`config.mk`:
```
export PLATFORM = sky130hd
export DESIGN_NAME = mem_access
export DESIGN_NICKNAME = d
export VERILOG_FILES = /design/src/logic/rv_pipe_pkg.sv /design/src/logic/rv_bus_pkg.sv /design/src/logic/branch_resolve.sv /design/src/logic/load_format.sv /design/src/logic/mem_access.sv
export VERILOG_INCLUDE_DIRS = /design/src /design/src/logic
export SDC_FILE = /design/constraint.sdc
export NUM_CORES = 1
export LEC_CHECK = 0
export BUFFER_PORTS_ARGS = -buffer_cell sky130_fd_sc_hd__buf_2
export CAP_MARGIN = 10
export CORE_ASPECT_RATIO = 2
export CORE_MARGIN = 4
export CORE_UTILIZATION = 30
export DETAILED_ROUTE_END_ITERATION = 16
export GPL_TIMING_DRIVEN = 0
export PLACE_DENSITY = 0.6
export SLEW_MARGIN = 5
export SYNTH_ARGS = -nofsm -noshare
export SYNTH_HDL_FRONTEND = slang
export SYNTH_SLANG_ARGS = --single-unit
```
`constraint.sdc`:
```
create_clock -name clk -period 2.98 [get_ports clk]
set_input_delay 0.447 -clock clk [delete_from_list [all_inputs] [get_ports clk]]
set_output_delay 0.447 -clock clk [all_outputs]
set_load 0.01 [all_outputs]
```
`src/logic/rv_macros.svh`:
```
`ifndef RV_MACROS_SVH
`define RV_MACROS_SVH

// Integer datapath and address width
`define XLEN 32
`define REG_ADDR_W 5

`define MEM_WORDS 256   // Data memory depth in words
`define MEM_CREDITS 2   // Request queue slots, one credit each

`endif

```
`src/logic/rv_pipe_pkg.sv`:
```
package rv_pipe_pkg;

    // Branch condition carried from decode
    typedef enum logic [2:0] {
        br_none = 3'b000,
        br_eq   = 3'b001,
        br_ne   = 3'b010,
        br_lt   = 3'b011,
        br_ge   = 3'b100,
        br_ltu  = 3'b101,
        br_geu  = 3'b110,
        br_jalr = 3'b111   // Always taken
    } branch_cond_t;

    typedef enum logic [1:0] {
        mem_none  = 2'b00,
        mem_store = 2'b01,
        mem_load  = 2'b10
    } mem_op_t;

    // Same values as funct3 of the load opcode
    typedef enum logic [2:0] {
        ld_lb  = 3'b000,
        ld_lh  = 3'b001,
        ld_lw  = 3'b010,
        ld_lbu = 3'b100,
        ld_lhu = 3'b101
    } load_kind_t;

    typedef enum logic [1:0] {
        wb_alu = 2'b00,
        wb_mem = 2'b01,
        wb_pc4 = 2'b10
    } wb_src_t;

endpackage

```
`src/logic/rv_bus_pkg.sv`:
```
package rv_bus_pkg;

    // Width of one data bus access
    typedef enum logic [1:0] {
        size_byte = 2'b00,
        size_half = 2'b01,
        size_word = 2'b10
    } access_size_t;

    // One write enable per byte lane, bit 0 is the lowest lane
    typedef logic [3:0] byte_strobe_t;

    localparam byte_strobe_t strobe_none = 4'b0000;
    localparam byte_strobe_t strobe_word = 4'b1111;
    localparam byte_strobe_t strobe_low_half = 4'b0011;
    localparam byte_strobe_t strobe_high_half = 4'b1100;

endpackage

```
`src/logic/branch_resolve.sv`:
```
`timescale 1ns/1ps
`include "rv_macros.svh"

module branch_resolve
    import rv_pipe_pkg::*;
(
    input  branch_cond_t      br_cond,
    input  logic [`XLEN-1:0]  rs1_data,
    input  logic [`XLEN-1:0]  rs2_data,
    input  logic [`XLEN-1:0]  alu_result,
    input  logic [`XLEN-1:0]  pc_branch,
    output logic              taken,
    output logic [`XLEN-1:0]  target
);

    logic is_eq;
    logic is_ne;
    logic is_lt;
    logic is_ge;
    logic is_ltu;
    logic is_geu;

    assign is_eq  = (rs1_data == rs2_data);
    assign is_ne  = (rs1_data != rs2_data);
    assign is_lt  = ($signed(rs1_data) < $signed(rs2_data));
    assign is_ge  = ($signed(rs1_data) >= $signed(rs2_data));
    assign is_ltu = (rs1_data < rs2_data);   // Plain compare is unsigned
    assign is_geu = (rs1_data >= rs2_data);

    always_comb begin
        unique case (br_cond)
            br_eq:   taken = is_eq;
            br_ne:   taken = is_ne;
            br_lt:   taken = is_lt;
            br_ge:   taken = is_ge;
            br_ltu:  taken = is_ltu;
            br_geu:  taken = is_geu;
            br_jalr: taken = 1'b1;
            default: taken = 1'b0;
        endcase
    end

    // JALR jumps to rs1 + imm from the ALU
    assign target = (br_cond == br_jalr) ? alu_result : pc_branch;

endmodule

```
`src/logic/load_format.sv`:
```
`timescale 1ns/1ps
`include "rv_macros.svh"

module load_format
    import rv_pipe_pkg::*;
(
    input  load_kind_t        load_kind,
    input  logic [1:0]        byte_offset,
    input  logic [`XLEN-1:0]  rdata,
    output logic [`XLEN-1:0]  value
);

    logic [`XLEN-1:0] shifted;

    // Move the addressed lane down to bit 0
    assign shifted = rdata >> {byte_offset, 3'b000};

    always_comb begin
        unique case (load_kind)
            ld_lb:   value = {{(`XLEN-8){shifted[7]}}, shifted[7:0]};
            ld_lh:   value = {{(`XLEN-16){shifted[15]}}, shifted[15:0]};
            ld_lbu:  value = {{(`XLEN-8){1'b0}}, shifted[7:0]};
            ld_lhu:  value = {{(`XLEN-16){1'b0}}, shifted[15:0]};
            default: value = shifted;   // lw, offset is zero
        endcase
    end

endmodule

```
`src/logic/mem_access.sv`:
```
`timescale 1ns/1ps
`include "rv_macros.svh"

module mem_access
    import rv_pipe_pkg::*;
    import rv_bus_pkg::*;
(
    input  logic                   clk,
    input  logic                   rst,
    input  logic                   accept,
    input  branch_cond_t           br_cond,
    input  mem_op_t                mem_op,
    input  load_kind_t             load_kind,
    input  access_size_t           access_size,
    input  wb_src_t                wb_src,
    input  logic                   reg_write,
    input  logic [`REG_ADDR_W-1:0] rd,
    input  logic [`XLEN-1:0]       alu_result,
    input  logic [`XLEN-1:0]       pc_plus4,
    input  logic [`XLEN-1:0]       pc_branch,
    input  logic [`XLEN-1:0]       rs1_data,
    input  logic [`XLEN-1:0]       rs2_data,
    input  logic                   rsp_valid,
    input  logic [`XLEN-1:0]       rsp_rdata,
    output logic                   req_valid,
    output logic                   req_write,
    output logic [`XLEN-1:0]       req_addr,
    output logic [`XLEN-1:0]       req_wdata,
    output byte_strobe_t           req_strobe,
    output logic                   branch_taken,
    output logic [`XLEN-1:0]       branch_target,
    output logic                   wb_valid,
    output logic                   wb_reg_write,
    output logic [`REG_ADDR_W-1:0] wb_rd,
    output logic [`XLEN-1:0]       wb_data
);

    logic                   br_taken_raw;
    logic [`XLEN-1:0]       direct_data;
    logic [`XLEN-1:0]       load_value;
    logic                   pend_reg_write;
    logic [`REG_ADDR_W-1:0] pend_rd;
    wb_src_t                pend_src;
    logic [`XLEN-1:0]       pend_data;
    load_kind_t             pend_kind;
    logic [1:0]             pend_offset;

    branch_resolve u_branch (
        .br_cond    (br_cond),
        .rs1_data   (rs1_data),
        .rs2_data   (rs2_data),
        .alu_result (alu_result),
        .pc_branch  (pc_branch),
        .taken      (br_taken_raw),
        .target     (branch_target)
    );

    assign branch_taken = accept && br_taken_raw;   // Only meaningful on accept

    assign req_valid = accept && (mem_op != mem_none);
    assign req_write = (mem_op == mem_store);
    assign req_addr  = alu_result;

    // Store data goes out on every lane, the strobe picks the lanes
    always_comb begin
        unique case (access_size)
            size_byte: begin
                req_wdata  = {(`XLEN/8){rs2_data[7:0]}};
                req_strobe = byte_strobe_t'(4'b0001 << alu_result[1:0]);
            end
            size_half: begin
                req_wdata  = {(`XLEN/16){rs2_data[15:0]}};
                req_strobe = alu_result[1] ? strobe_high_half : strobe_low_half;
            end
            size_word: begin
                req_wdata  = rs2_data;
                req_strobe = strobe_word;
            end
            default: begin
                req_wdata  = rs2_data;
                req_strobe = strobe_none;
            end
        endcase
    end

    assign direct_data = (wb_src == wb_pc4) ? pc_plus4 : alu_result;

    load_format u_format (
        .load_kind   (pend_kind),
        .byte_offset (pend_offset),
        .rdata       (rsp_rdata),
        .value       (load_value)
    );

    // Load fields parked until the response arrives
    always_ff @(posedge clk) begin
        if (accept && mem_op == mem_load) begin
            pend_reg_write <= reg_write;
            pend_rd        <= rd;
            pend_src       <= wb_src;
            pend_data      <= direct_data;
            pend_kind      <= load_kind;
            pend_offset    <= alu_result[1:0];
        end
    end

    always_ff @(posedge clk or negedge rst) begin
        if (!rst) begin
            wb_valid     <= 1'b0;
            wb_reg_write <= 1'b0;
        end else begin
            wb_valid <= 1'b0;
            if (accept && mem_op != mem_load) begin
                wb_valid     <= 1'b1;
                wb_reg_write <= reg_write && (mem_op != mem_store);   // Stores never write rd
            end else if (rsp_valid) begin
                wb_valid     <= 1'b1;
                wb_reg_write <= pend_reg_write;
            end
        end
    end

    always_ff @(posedge clk) begin
        if (accept && mem_op != mem_load) begin
            wb_rd   <= rd;
            wb_data <= direct_data;
        end else if (rsp_valid) begin
            wb_rd   <= pend_rd;
            wb_data <= (pend_src == wb_mem) ? load_value : pend_data;
        end
    end

endmodule

```
==> impl_metrics.prom, run 1 <==
# TYPE chip_impl_metric gauge
chip_impl_metric{name="synth.cell_area",unit="sq um"} 6250
chip_impl_info{name="ys.flop_type",value="sky130_fd_sc_hd__edfxtp_1"} 1
chip_impl_metric{name="layout-drive-gt1-share",unit="%"} 52.9
chip_impl_metric{name="floorplan.die_area",unit="sq um"} 23300
chip_impl_metric{name="fmaxAchievable",unit="GHz"} 0.344
chip_impl_metric{name="detailedPlacementHpwl",unit="microns"} 20600
chip_impl_metric{name="layout_worst_path_cycle_share",unit="%"} 97.5
chip_impl_info{name="highest-signal-layer",value="met5"} 1
chip_impl_metric{name="antenna_found_initial",unit=""} 1
chip_impl_metric{name="routedLengthMet1",unit="microns"} 7820
chip_impl_metric{name="num_vias",unit=""} 6108
chip_impl_metric{name="timing.clock.skew",unit="ns"} 0.00565
chip_impl_metric{name="grt_first_pass_wirelength",unit="microns"} 35000
chip_impl_metric{name="ys_ff_latch",unit=""} 84
chip_impl_metric{name="synth_edf_count",unit=""} 82
chip_impl_info{name="result_of_the_run",value="complete, no violations"} 1
chip_impl_metric{name="finalSetupViolations",unit=""} 0
chip_impl_metric{name="maxCapViolations",unit=""} 0
chip_impl_metric{name="cts_num_sinks",unit=""} 84
chip_impl_metric{name="global_route.overflow_total",unit=""} 0
chip_impl_metric{name="design.final.nets",unit=""} 1237
chip_impl_metric{name="worstPathMaxFanout",unit=""} 4
chip_impl_info{name="crit_path_end_kind",value="output port"} 1
chip_impl_metric{name="cts.clk_slew.worst_paths",unit="ns"} 0.06
chip_impl_metric{name="syn-instance-count",unit=""} 620
chip_impl_metric{name="viasPerCell",unit=""} 4.84
chip_impl_metric{name="routed_wl",unit="microns"} 24500
chip_impl_metric{name="dieHeight",unit="microns"} 212
chip_impl_info{name="mostFrequentLayoutCells",value="357 x sky130_fd_sc_hd__buf_2, 82 x sky130_fd_sc_hd__edfxtp_1, 76 x sky130_fd_sc_hd__mux2_2"} 1
chip_impl_metric{name="grt_pass1_vias",unit=""} 6444
chip_impl_info{name="cts.root.buffer_cell",value="sky130_fd_sc_hd__clkbuf_16"} 1
chip_impl_metric{name="detail_route.first_pass.iterations",unit=""} 4
chip_impl_metric{name="synth_largest_type_area_fraction",unit="%"} 39.4
chip_impl_info{name="crit_type",value="primary input to output port"} 1
chip_impl_metric{name="gp_congestion",unit=""} 0.897
chip_impl_info{name="start_kind",value="primary input"} 1
chip_impl_metric{name="p_per_area",unit="nW/um^2"} 408
chip_impl_metric{name="h-tree-depth",unit=""} 3
chip_impl_metric{name="grtUsageTotal",unit="%"} 20.2
chip_impl_metric{name="synth.yosys.warnings",unit=""} 0
chip_impl_metric{name="floorplan.die.width",unit="microns"} 110
chip_impl_metric{name="ctsLongestPathBuffers",unit=""} 2
chip_impl_metric{name="slew_worst_pin",unit="ns"} 0.869
chip_impl_metric{name="detail_route.wl_per_cell",unit="microns"} 19.4
chip_impl_metric{name="clk-insertion-delay-late",unit="ns"} 0.34
chip_impl_metric{name="p_leak",unit="uW"} 0.00415
chip_impl_metric{name="max-slew-margin-rel",unit="%"} 42.1
chip_impl_metric{name="syn_avg_cell_area",unit="sq um"} 10.1
chip_impl_metric{name="synthArstFlopShare",unit="%"} 2.38
chip_impl_metric{name="finalInstanceArea",unit="sq um"} 8830
chip_impl_metric{name="detailedPlace.worstSlack",unit="ns"} -0.0959
chip_impl_info{name="mostFrequentLayoutCell",value="sky130_fd_sc_hd__buf_2"} 1
chip_impl_metric{name="port_buffers",unit=""} 352
chip_impl_metric{name="power.ir.vdd_worst",unit="mV"} 0.276
chip_impl_info{name="synth_top_cell_by_area",value="sky130_fd_sc_hd__edfxtp_1"} 1
chip_impl_metric{name="drc",unit=""} 0
chip_impl_metric{name="synth-seq-area-share",unit="%"} 40.2
chip_impl_metric{name="starting_density_of_the_core",unit="%"} 30.5
chip_impl_metric{name="period_needed",unit="ns"} 2.91
chip_impl_metric{name="fp.coreArea",unit="sq um"} 20500
chip_impl_info{name="synth.top_cells.by_area",value="sky130_fd_sc_hd__edfxtp_1 39%, sky130_fd_sc_hd__mux2_2 14%, sky130_fd_sc_hd__ha_1 6.4%"} 1
chip_impl_metric{name="syn_to_final_growth",unit="%"} 41.3
chip_impl_metric{name="critical_path_arrival",unit="ns"} 2.46
chip_impl_metric{name="yosys.cell_types.count",unit=""} 43
chip_impl_info{name="tritoncts",value="done"} 1
chip_impl_metric{name="critical_path_required",unit="ns"} 2.53
chip_impl_info{name="holdCritPathClass",value="primary input to flop"} 1
chip_impl_metric{name="postSynthNetCount",unit=""} 866
chip_impl_metric{name="cts_made_buffers",unit=""} 9
chip_impl_metric{name="met3RoutedLength",unit="microns"} 1470
chip_impl_metric{name="placed_cell_area",unit="sq um"} 8400
chip_impl_metric{name="grt_start_max_net_pins",unit=""} 30
chip_impl_metric{name="drtAntennaViolNets",unit=""} 0
chip_impl_metric{name="layout_setup_ws",unit="ns"} 0.0733
chip_impl_metric{name="boundaryPins",unit=""} 356
chip_impl_metric{name="drt_first_iter_violations",unit=""} 187
chip_impl_metric{name="report.final.hold_viol_count",unit=""} 0
chip_impl_metric{name="report.final.slew_viol_count",unit=""} 0
chip_impl_metric{name="met2_wirelength",unit="microns"} 14000
chip_impl_metric{name="rows",unit=""} 74
==> metal layers <==
layer  vias up  GRT usage, %
met3        52          2.77
met1      2793          18.4
met4         2          11.2
met2       277          40.5
met5         -             0
li1       2984             -
==> critical path, stage by stage <==
cell                      delay, ns
sky130_fd_sc_hd__buf_2         0.14
sky130_fd_sc_hd__inv_1         0.13
sky130_fd_sc_hd__ha_4          0.23
sky130_fd_sc_hd__a21oi_2       0.15
sky130_fd_sc_hd__o21ai_2       0.10
sky130_fd_sc_hd__a221o_1       0.30
sky130_fd_sc_hd__or3_4         0.39
sky130_fd_sc_hd__a211o_1       0.30
sky130_fd_sc_hd__a31oi_1       0.13
sky130_fd_sc_hd__buf_2         0.16
==> sequential cells by signal, indices dropped and copies added (netlist names) <==
signal and count:
pend_reg_write 1, pend_kind 3, wb_data 32, wb_reg_write 1
pend_data 32, pend_offset 2, wb_valid 1, pend_rd 5
wb_rd 5, pend_src 2
==> Yosys cell counts (2+ instances only) <==
library cell,n
sky130_fd_sc_hd__nand3_1,21
sky130_fd_sc_hd__buf_1,6
sky130_fd_sc_hd__nor2b_1,6
sky130_fd_sc_hd__mux2_2,76
sky130_fd_sc_hd__nand2b_1,5
sky130_fd_sc_hd__o21ai_0,30
sky130_fd_sc_hd__nand2_1,67
sky130_fd_sc_hd__buf_6,3
sky130_fd_sc_hd__nor2_1,46
sky130_fd_sc_hd__a31o_1,2
sky130_fd_sc_hd__o221a_2,6
sky130_fd_sc_hd__a31oi_1,9
sky130_fd_sc_hd__ha_1,32
sky130_fd_sc_hd__nand4_1,8
sky130_fd_sc_hd__clkbuf_1,26
sky130_fd_sc_hd__mux2i_2,2
sky130_fd_sc_hd__a21oi_1,26
sky130_fd_sc_hd__o211ai_1,10
sky130_fd_sc_hd__edfxtp_1,82
sky130_fd_sc_hd__and2_1,8
sky130_fd_sc_hd__o221a_1,2
sky130_fd_sc_hd__dfrtp_1,2
sky130_fd_sc_hd__inv_1,34
sky130_fd_sc_hd__buf_2,5
sky130_fd_sc_hd__a31o_2,6
sky130_fd_sc_hd__buf_4,40
sky130_fd_sc_hd__o221ai_1,16
sky130_fd_sc_hd__mux2i_1,29
==> power breakdown <==
part,internal [uW],total [uW],switching [uW],leakage (uW)
Sequential,1410,1440,25.1,0.000811
Combinational,472,1030,556,0.00320
Clock,654,1140,482,0.000138
==> final timing paths <==
| check | from | endpoint | slack [ns] | depth (start not counted) |
|---|---|---|---|---|
| min in group asynchronous | rst | wb_reg_write$_DFFE_PN0P_ | 0.41 | 2 |
| max in group asynchronous | rst | wb_valid$_DFF_PN0_ | 2.47 | 2 |
| setup reg to reg | pend_src[1]$_DFFE_PP_ | wb_data[15]$_DFFE_PP_ | 0.87 | 6 |
| setup / recovery | rs2_data[7] | branch_taken | 0.07 | 10 |
| hold reg to reg | pend_rd[3]$_DFFE_PP_ | wb_rd[3]$_DFFE_PP_ | 0.55 | 1 |
| hold / removal | load_kind[1] | pend_kind[1]$_DFFE_PP_ | 0.28 | 1 |
==> cell type report <==
class / count / area [sq um]
diodes: 1 / 2.50
clock inverters: 7 / 75.1
plain buffers: 80 / 479
inverters: 34 / 128
flip-flops and latches: 84 / 2510
fillers: 2048 / 11600
multi-input cells: 422 / 3220
clock buffers: 9 / 225
well taps: 266 / 333
repair buffers: 360 / 1860
==> through the flow <==
stage / utilization [%] / total power, uW / TNS [ns] / hold slack, ns / instances
after floorplan: - / 1990 / 0 / 0.151 / 620
after global placement: 40.8 / 2460 / -58.34 / 0.235 / 1238
after detailed placement: 41.0 / 2480 / -0.0959 / 0.235 / 1240
after CTS: 42.6 / 3610 / 0 / 0.272 / 1257
after global routing: 43.1 / 3760 / -0.0102 / 0.284 / 1262
final: 43.1 / 3600 / 0 / 0.282 / 1263
==> timing repair <==
action                                 CTS  global route
gates resized for setup                  4             8
hold buffers                             1             0
buffers inserted                         0             5
setup endpoints to repair                1             1
pin swaps                                0             4
endpoints found under the hold margin    2             0
==> kinds of logic after synthesis <==
group / count (synthesis) / synth area share, %
buf+inv: 114 / 9.71
flops: 84 / 40.2
simple gates: 166 / 11.9
mux: 107 / 18.8
compound gates: 117 / 13.0
fa+ha+maj: 32 / 6.41
No activity file was read; power rests on OpenSTA's default activity.
==> run 2, diff against run 1 <==
Settings changed: CORE_AREA set to 4 4 138 140, CORE_ASPECT_RATIO 2 to unset, CORE_MARGIN 4 to unset, CORE_UTILIZATION 30 to unset, DIE_AREA set to 0 0 142 144, PLACE_DENSITY 0.6 to 0.68.
==> run 2 against run 1 <==
Non-clock buffer count up 2. Critical path depth unchanged. Sequential cell count unchanged. Clock power down 9.6%. Global-route usage up 1.2 points. Routed wire length down 3.4%. Total power down 3.0%. Combinational power about the same. Core utilization up 6.4 points. Die area down 12%. Highest routed layer is now met4. Clock skew up 0.0013 ns. Via count up 0.56%.
==> impl_metrics.prom, run 2 (synthesis gave the netlist of run 1 again) <==
# TYPE chip_impl_metric gauge
chip_impl_info{name="result_of_the_run",value="complete, no violations"} 1
chip_impl_metric{name="grt_first_pass_wirelength",unit="microns"} 33600
chip_impl_metric{name="power.ir.vdd_worst",unit="mV"} 0.238
chip_impl_metric{name="rows",unit=""} 49
chip_impl_metric{name="report.final.slew_viol_count",unit=""} 0
chip_impl_info{name="start_kind",value="primary input"} 1
chip_impl_info{name="crit_path_cell_trace",value="buf_2 -> inv_1 -> ha_1 -> nand4_1 -> nor2_2 -> a221o_1 -> or3_4 -> a211o_1 -> a31oi_1 -> buf_2"} 1
chip_impl_metric{name="critical_path_arrival",unit="ns"} 2.47
chip_impl_metric{name="clk-insertion-delay-late",unit="ns"} 0.34
chip_impl_metric{name="h-tree-depth",unit=""} 3
chip_impl_metric{name="fmaxAchievable",unit="GHz"} 0.343
chip_impl_metric{name="starting_density_of_the_core",unit="%"} 35.0
chip_impl_metric{name="dieHeight",unit="microns"} 144
chip_impl_metric{name="layout-drive-gt1-share",unit="%"} 53.7
chip_impl_metric{name="antenna_found_initial",unit=""} 0
chip_impl_metric{name="design.final.nets",unit=""} 1239
chip_impl_metric{name="finalSetupViolations",unit=""} 0
chip_impl_metric{name="num_vias",unit=""} 6142
chip_impl_metric{name="grt_pass1_vias",unit=""} 5985
chip_impl_info{name="crit_top_cell",value="sky130_fd_sc_hd__buf_2"} 1
chip_impl_metric{name="routed_wl",unit="microns"} 23600
chip_impl_info{name="layout_top_registers",value="pend_data (32), wb_data (32)"} 1
chip_impl_metric{name="clkPwrFrac",unit="%"} 29.5
chip_impl_metric{name="detail_route.wl_per_cell",unit="microns"} 19.3
chip_impl_metric{name="gp_congestion",unit=""} 0.919
chip_impl_metric{name="cts_num_sinks",unit=""} 84
chip_impl_metric{name="timing.clock.skew",unit="ns"} 0.00695
chip_impl_metric{name="power.share.switching",unit="%"} 29.7
chip_impl_info{name="tritoncts",value="done"} 1
chip_impl_metric{name="critical_path_required",unit="ns"} 2.53
chip_impl_metric{name="period_needed",unit="ns"} 2.92
chip_impl_info{name="cts.root.buffer_cell",value="sky130_fd_sc_hd__clkbuf_16"} 1
chip_impl_metric{name="timing.setup.tns",unit="ns"} 0
chip_impl_metric{name="drt_first_iter_violations",unit=""} 268
chip_impl_metric{name="viasPerCell",unit=""} 5.00
chip_impl_metric{name="drc",unit=""} 0
chip_impl_metric{name="p_leak",unit="uW"} 0.00415
chip_impl_info{name="holdCritPathClass",value="primary input to flop"} 1
chip_impl_info{name="mostFrequentLayoutCell",value="sky130_fd_sc_hd__buf_2"} 1
chip_impl_metric{name="power.sequential.fraction",unit="%"} 41.1
chip_impl_metric{name="cpPeakStageDelay",unit="ns"} 0.40
chip_impl_metric{name="grt_start_max_net_pins",unit=""} 25
chip_impl_metric{name="drtAntennaViolNets",unit=""} 0
chip_impl_metric{name="netSwitchingPower",unit="uW"} 1030
chip_impl_metric{name="max-slew-margin-rel",unit="%"} 49.4
chip_impl_metric{name="floorplan.die.width",unit="microns"} 142
chip_impl_info{name="crit_type",value="primary input to output port"} 1
chip_impl_metric{name="cts_made_buffers",unit=""} 9
chip_impl_metric{name="detail_route.first_pass.iterations",unit=""} 6
chip_impl_metric{name="syn_to_final_growth",unit="%"} 41.6
chip_impl_metric{name="detailedPlacementHpwl",unit="microns"} 19600
chip_impl_metric{name="comb_pwr_share",unit="%"} 29.4
chip_impl_info{name="worst_path_max_delay_cell",value="sky130_fd_sc_hd__or3_4"} 1
chip_impl_info{name="mostFrequentLayoutCells",value="357 x sky130_fd_sc_hd__buf_2, 82 x sky130_fd_sc_hd__edfxtp_1, 76 x sky130_fd_sc_hd__mux2_2"} 1
chip_impl_metric{name="layout_worst_path_cycle_share",unit="%"} 97.9
chip_impl_metric{name="slew_worst_pin",unit="ns"} 0.758
chip_impl_metric{name="grtUsageTotal",unit="%"} 21.5
chip_impl_info{name="crit_path_end_kind",value="output port"} 1
chip_impl_metric{name="p_per_area",unit="nW/um^2"} 395
chip_impl_metric{name="floorplan.die_area",unit="sq um"} 20400
chip_impl_metric{name="port_buffers",unit=""} 352
chip_impl_metric{name="maxCapViolations",unit=""} 0
chip_impl_metric{name="whs",unit="ns"} 0.281
chip_impl_metric{name="ctsLongestPathBuffers",unit=""} 2
chip_impl_metric{name="cts.clk_slew.worst_paths",unit="ns"} 0.06
chip_impl_metric{name="report.final.hold_viol_count",unit=""} 0
chip_impl_metric{name="fp.coreArea",unit="sq um"} 17800
chip_impl_metric{name="global_route.overflow_total",unit=""} 0
chip_impl_metric{name="p_int",unit="uW"} 2450
chip_impl_metric{name="boundaryPins",unit=""} 356
chip_impl_metric{name="worstPathMaxFanout",unit=""} 2
run 2: cell count changes in the layout (fill, tap and decap cells not counted), sizes merged:
cell	delta
clkinv	+3
bufinv	-1
buf	+2
inv	-1
clkinvlp	-1
run 2: final timing paths:
path / startpoint / end / slack, ns / cells after the start
setup / recovery: rs2_data[9] / branch_taken / 0.06 / 10
hold / removal: load_kind[1] / pend_kind[1]$_DFFE_PP_ / 0.28 / 1
setup reg to reg: pend_src[1]$_DFFE_PP_ / wb_data[4]$_DFFE_PP_ / 0.86 / 6
hold reg to reg: pend_rd[3]$_DFFE_PP_ / wb_rd[3]$_DFFE_PP_ / 0.55 / 1
max in group asynchronous: rst / wb_reg_write$_DFFE_PN0P_ / 2.46 / 2
min in group asynchronous: rst / wb_valid$_DFF_PN0_ / 0.42 / 2
run 2: cell type report:
cell class,instances,area (sq um)
clock inverters,7,51.3
well taps,229,287
clock buffers,9,225
inverters,34,128
plain buffers,80,479
repair buffers,362,1880
diodes,1,2.50
fillers,1696,9000
multi-input cells,422,3280
flip-flops and latches,84,2510
run 2: stage by stage:
stage | cell area, sq um | instances | utilization (%) | power [uW] | setup slack (ns)
finish | 8840 | 1228 | 49.6 | 3490 | 0.0632
global route | 8840 | 1227 | 49.6 | 3670 | -0.0267
CTS | 8650 | 1220 | 48.5 | 3490 | 0.0119
detailed placement | 8360 | 1203 | 46.9 | 2460 | 0.0297
global placement | 8300 | 1201 | 46.5 | 2440 | -0.769
floorplan | 6250 | 620 | - | 1990 | 0.306
run 2: worst max-delay path: cells and delay by family:
kind,cells,cell delay [ns]
compound gates,3,0.81
buf+inv,3,0.32
fa+ha+maj,1,0.29
simple gates,3,0.61
run 2: power by group through the flow:
stage,sequential (uW),combinational (uW),clock (uW)
floorplan,1490,496,0
global placement,1460,978,0
detailed placement,1460,997,0
CTS,1440,1000,1050
global route,1440,1120,1100
finish,1430,1020,1030
run 2: routing by layer:
layer	share of wire [%]	global-route usage (%)	vias to the layer above
met5	0	0	-
met4	2.2	6.06	0
met3	7.5	4.79	30
met2	50	37.9	277
met1	40	26.3	2846
li1	-	-	2989
run 2: timing repair:
| action | 4_1_cts | 5_1_grt |
|---|---|---|
| gates resized for setup | 0 | 19 |
| setup endpoints to repair | 0 | 1 |
| hold buffers | 1 | 0 |
| setup buffers | 0 | 7 |
| hold endpoints to repair | 2 | 0 |
==> run 3, diff against run 2 <==
Settings changed: REMOVE_ABC_BUFFERS set to 1, SETUP_SLACK_MARGIN set to 0.5.
==> run 3 against run 2 <==
Core utilization rose by 0.23 points. First-iteration DRC count rose by 5.2%. Total power rose by 2.6%. Die area did not move. Routed wire length fell by 2.4%. Sequential cell count did not move. Clock skew rose by 0.0014 ns. Sequential power barely moved. Global-route usage fell by 0.34 points. Sequential share of layout area fell by 0.13 points. Via count fell by 1.8%. Critical path depth did not move. Critical path type unchanged. Largest power group unchanged.
==> impl_metrics.prom, run 3 (synthesis gave the netlist of run 1 again) <==
# TYPE chip_impl_metric gauge
chip_impl_metric{name="starting_density_of_the_core",unit="%"} 35.0
chip_impl_metric{name="fp.coreArea",unit="sq um"} 17800
chip_impl_info{name="result_of_the_run",value="complete, no violations"} 1
chip_impl_info{name="crit-reg2reg-capture",value="wb_data[27]$_DFFE_PP_"} 1
chip_impl_metric{name="critical_path_required",unit="ns"} 2.53
chip_impl_metric{name="syn_to_final_growth",unit="%"} 42.2
chip_impl_metric{name="port_buffers",unit=""} 355
chip_impl_info{name="worstHoldEndpoint",value="pend_kind[2]$_DFFE_PP_"} 1
chip_impl_metric{name="detailedPlacementHpwl",unit="microns"} 17700
chip_impl_metric{name="clk-insertion-delay-late",unit="ns"} 0.34
chip_impl_metric{name="holdPathStages",unit=""} 1
chip_impl_metric{name="ctsLongestPathBuffers",unit=""} 2
chip_impl_metric{name="gp_congestion",unit=""} 0.828
chip_impl_metric{name="grtUsageTotal",unit="%"} 21.1
chip_impl_metric{name="placed_cell_area",unit="sq um"} 7980
chip_impl_metric{name="finalSetupViolations",unit=""} 0
chip_impl_info{name="holdCritPathClass",value="primary input to flop"} 1
chip_impl_metric{name="cts_made_buffers",unit=""} 9
chip_impl_metric{name="viasPerCell",unit=""} 5.16
chip_impl_metric{name="boundaryPins",unit=""} 356
chip_impl_info{name="mostFrequentLayoutCells",value="348 x sky130_fd_sc_hd__buf_2, 82 x sky130_fd_sc_hd__edfxtp_1, 76 x sky130_fd_sc_hd__mux2_2"} 1
chip_impl_metric{name="num_vias",unit=""} 6033
chip_impl_metric{name="grt_pass1_vias",unit=""} 6131
chip_impl_metric{name="cts_num_sinks",unit=""} 84
chip_impl_info{name="mostFrequentLayoutCell",value="sky130_fd_sc_hd__buf_2"} 1
chip_impl_metric{name="fmaxAchievable",unit="GHz"} 0.360
chip_impl_info{name="crit_type",value="primary input to output port"} 1
chip_impl_info{name="tritoncts",value="done"} 1
chip_impl_metric{name="maxCapViolations",unit=""} 0
chip_impl_metric{name="power.ir.vdd_worst",unit="mV"} 0.212
chip_impl_info{name="rsz0062_at_grt",value="true"} 1
chip_impl_metric{name="cts.clk_slew.worst_paths",unit="ns"} 0.07
chip_impl_info{name="r2r-start",value="pend_offset[1]$_DFFE_PP_"} 1
chip_impl_metric{name="drc",unit=""} 0
chip_impl_metric{name="report.final.hold_viol_count",unit=""} 0
chip_impl_metric{name="rows",unit=""} 49
chip_impl_metric{name="floorplan.die.width",unit="microns"} 142
chip_impl_metric{name="timing.setup.tns",unit="ns"} 0
chip_impl_metric{name="grt_first_pass_wirelength",unit="microns"} 33400
chip_impl_metric{name="p_per_area",unit="nW/um^2"} 403
chip_impl_info{name="timing.hold.worst.start",value="load_kind[2]"} 1
chip_impl_metric{name="worst-r2r-cell-count",unit=""} 6
chip_impl_metric{name="layout_worst_path_cycle_share",unit="%"} 93.2
chip_impl_metric{name="report.final.slew_viol_count",unit=""} 0
chip_impl_info{name="cts.root.buffer_cell",value="sky130_fd_sc_hd__clkbuf_16"} 1
chip_impl_metric{name="antenna_found_initial",unit=""} 0
chip_impl_metric{name="dieHeight",unit="microns"} 144
chip_impl_metric{name="p_leak",unit="uW"} 0.00402
chip_impl_metric{name="drtAntennaViolNets",unit=""} 0
chip_impl_metric{name="drt_first_iter_violations",unit=""} 282
chip_impl_metric{name="routed_wl",unit="microns"} 23100
chip_impl_metric{name="grt_start_max_net_pins",unit=""} 40
chip_impl_metric{name="design.final.nets",unit=""} 1180
chip_impl_metric{name="timing.clock.skew",unit="ns"} 0.00836
chip_impl_metric{name="max-slew-margin-rel",unit="%"} 38.7
chip_impl_metric{name="reg2reg_setup_slack",unit="ns"} 0.59
chip_impl_metric{name="worstPathMaxFanout",unit=""} 4
chip_impl_metric{name="detail_route.wl_per_cell",unit="microns"} 19.7
chip_impl_info{name="start_kind",value="primary input"} 1
chip_impl_info{name="layout_top_registers",value="pend_data (32), wb_data (32)"} 1
chip_impl_metric{name="slew_worst_pin",unit="ns"} 0.918
chip_impl_info{name="crit_path_end_kind",value="output port"} 1
chip_impl_metric{name="global_route.overflow_total",unit=""} 0
chip_impl_metric{name="finalInstanceArea",unit="sq um"} 8880
chip_impl_metric{name="critical_path_arrival",unit="ns"} 2.33
chip_impl_metric{name="h-tree-depth",unit=""} 3
chip_impl_metric{name="detail_route.first_pass.iterations",unit=""} 5
chip_impl_metric{name="period_needed",unit="ns"} 2.78
chip_impl_metric{name="layout-drive-gt1-share",unit="%"} 59.0
chip_impl_metric{name="floorplan.die_area",unit="sq um"} 20400
run 3: worst max path at each step:
stage	from	end	cells past startpoint
6_report	rs2_data[1]	branch_taken	10
4_1_cts	rs2_data[15]	branch_taken	11
3_5_place_dp	mem_op[0]	wb_data[16]$_DFFE_PP_	6
2_1_floorplan	mem_op[0]	wb_data[0]$_DFFE_PP_	3
5_1_grt	rs2_data[21]	branch_taken	12
3_3_place_gp	mem_op[0]	wb_data[18]$_DFFE_PP_	4
run 3: routing by layer:
metal	wire [microns]	up-vias	global-route usage (%)	part of all wire [%]
met5	0	-	0	0
met4	533	0	6.97	2.3
met3	1800	28	4.40	7.8
met2	12100	291	40.2	53
met1	8610	2847	23.3	37
li1	-	2867	-	-
run 3: metrics by stage:
| stage | total power [uW] | hold slack, ns | worst slack (ns) | instances | utilization (%) |
|---|---|---|---|---|---|
| after floorplan | 1910 | 0.151 | -0.395 | 540 | - |
| after global placement | 2380 | 0.233 | -2.34 | 1124 | 43.9 |
| after detailed placement | 2410 | 0.232 | -0.302 | 1129 | 44.7 |
| after CTS | 3590 | 0.269 | 0.208 | 1166 | 49.2 |
| after global routing | 3750 | 0.276 | 0.109 | 1168 | 49.8 |
| final | 3580 | 0.285 | 0.204 | 1169 | 49.8 |
run 3: worst max-delay path, cell delays in order:
cell,delay (ns)
sky130_fd_sc_hd__buf_6,0.11
sky130_fd_sc_hd__inv_4,0.05
sky130_fd_sc_hd__ha_4,0.19
sky130_fd_sc_hd__nor2b_1,0.13
sky130_fd_sc_hd__o211ai_1,0.35
sky130_fd_sc_hd__a2111oi_4,0.12
sky130_fd_sc_hd__or3_4,0.35
sky130_fd_sc_hd__a211o_1,0.26
sky130_fd_sc_hd__a31oi_1,0.16
sky130_fd_sc_hd__buf_2,0.17
run 3: repair_timing:
item,CTS,global route
pin swaps,23,13
endpoints found under the setup margin,85,38
hold buffers,1,0
buffers inserted,20,2
gates resized for setup,58,19
endpoints found under the hold margin,2,0
run 3: cell type report:
type | count | area (sq um)
fill | 1664 | 8960
multi-input combinational | 422 | 3530
sequential | 84 | 2510
timing repair buffer | 383 | 2120
tap | 229 | 287
clock buffer | 9 | 225
inverter | 34 | 138
clock inverter | 7 | 66.3
antenna | 1 | 2.50
run 3: report_power, final:
group | switching (uW) | total (uW) | internal (uW)
combinational | 554 | 1040 | 482
clock | 520 | 1110 | 589
sequential | 27.1 | 1440 | 1410
total | 1100 | 3580 | 2480
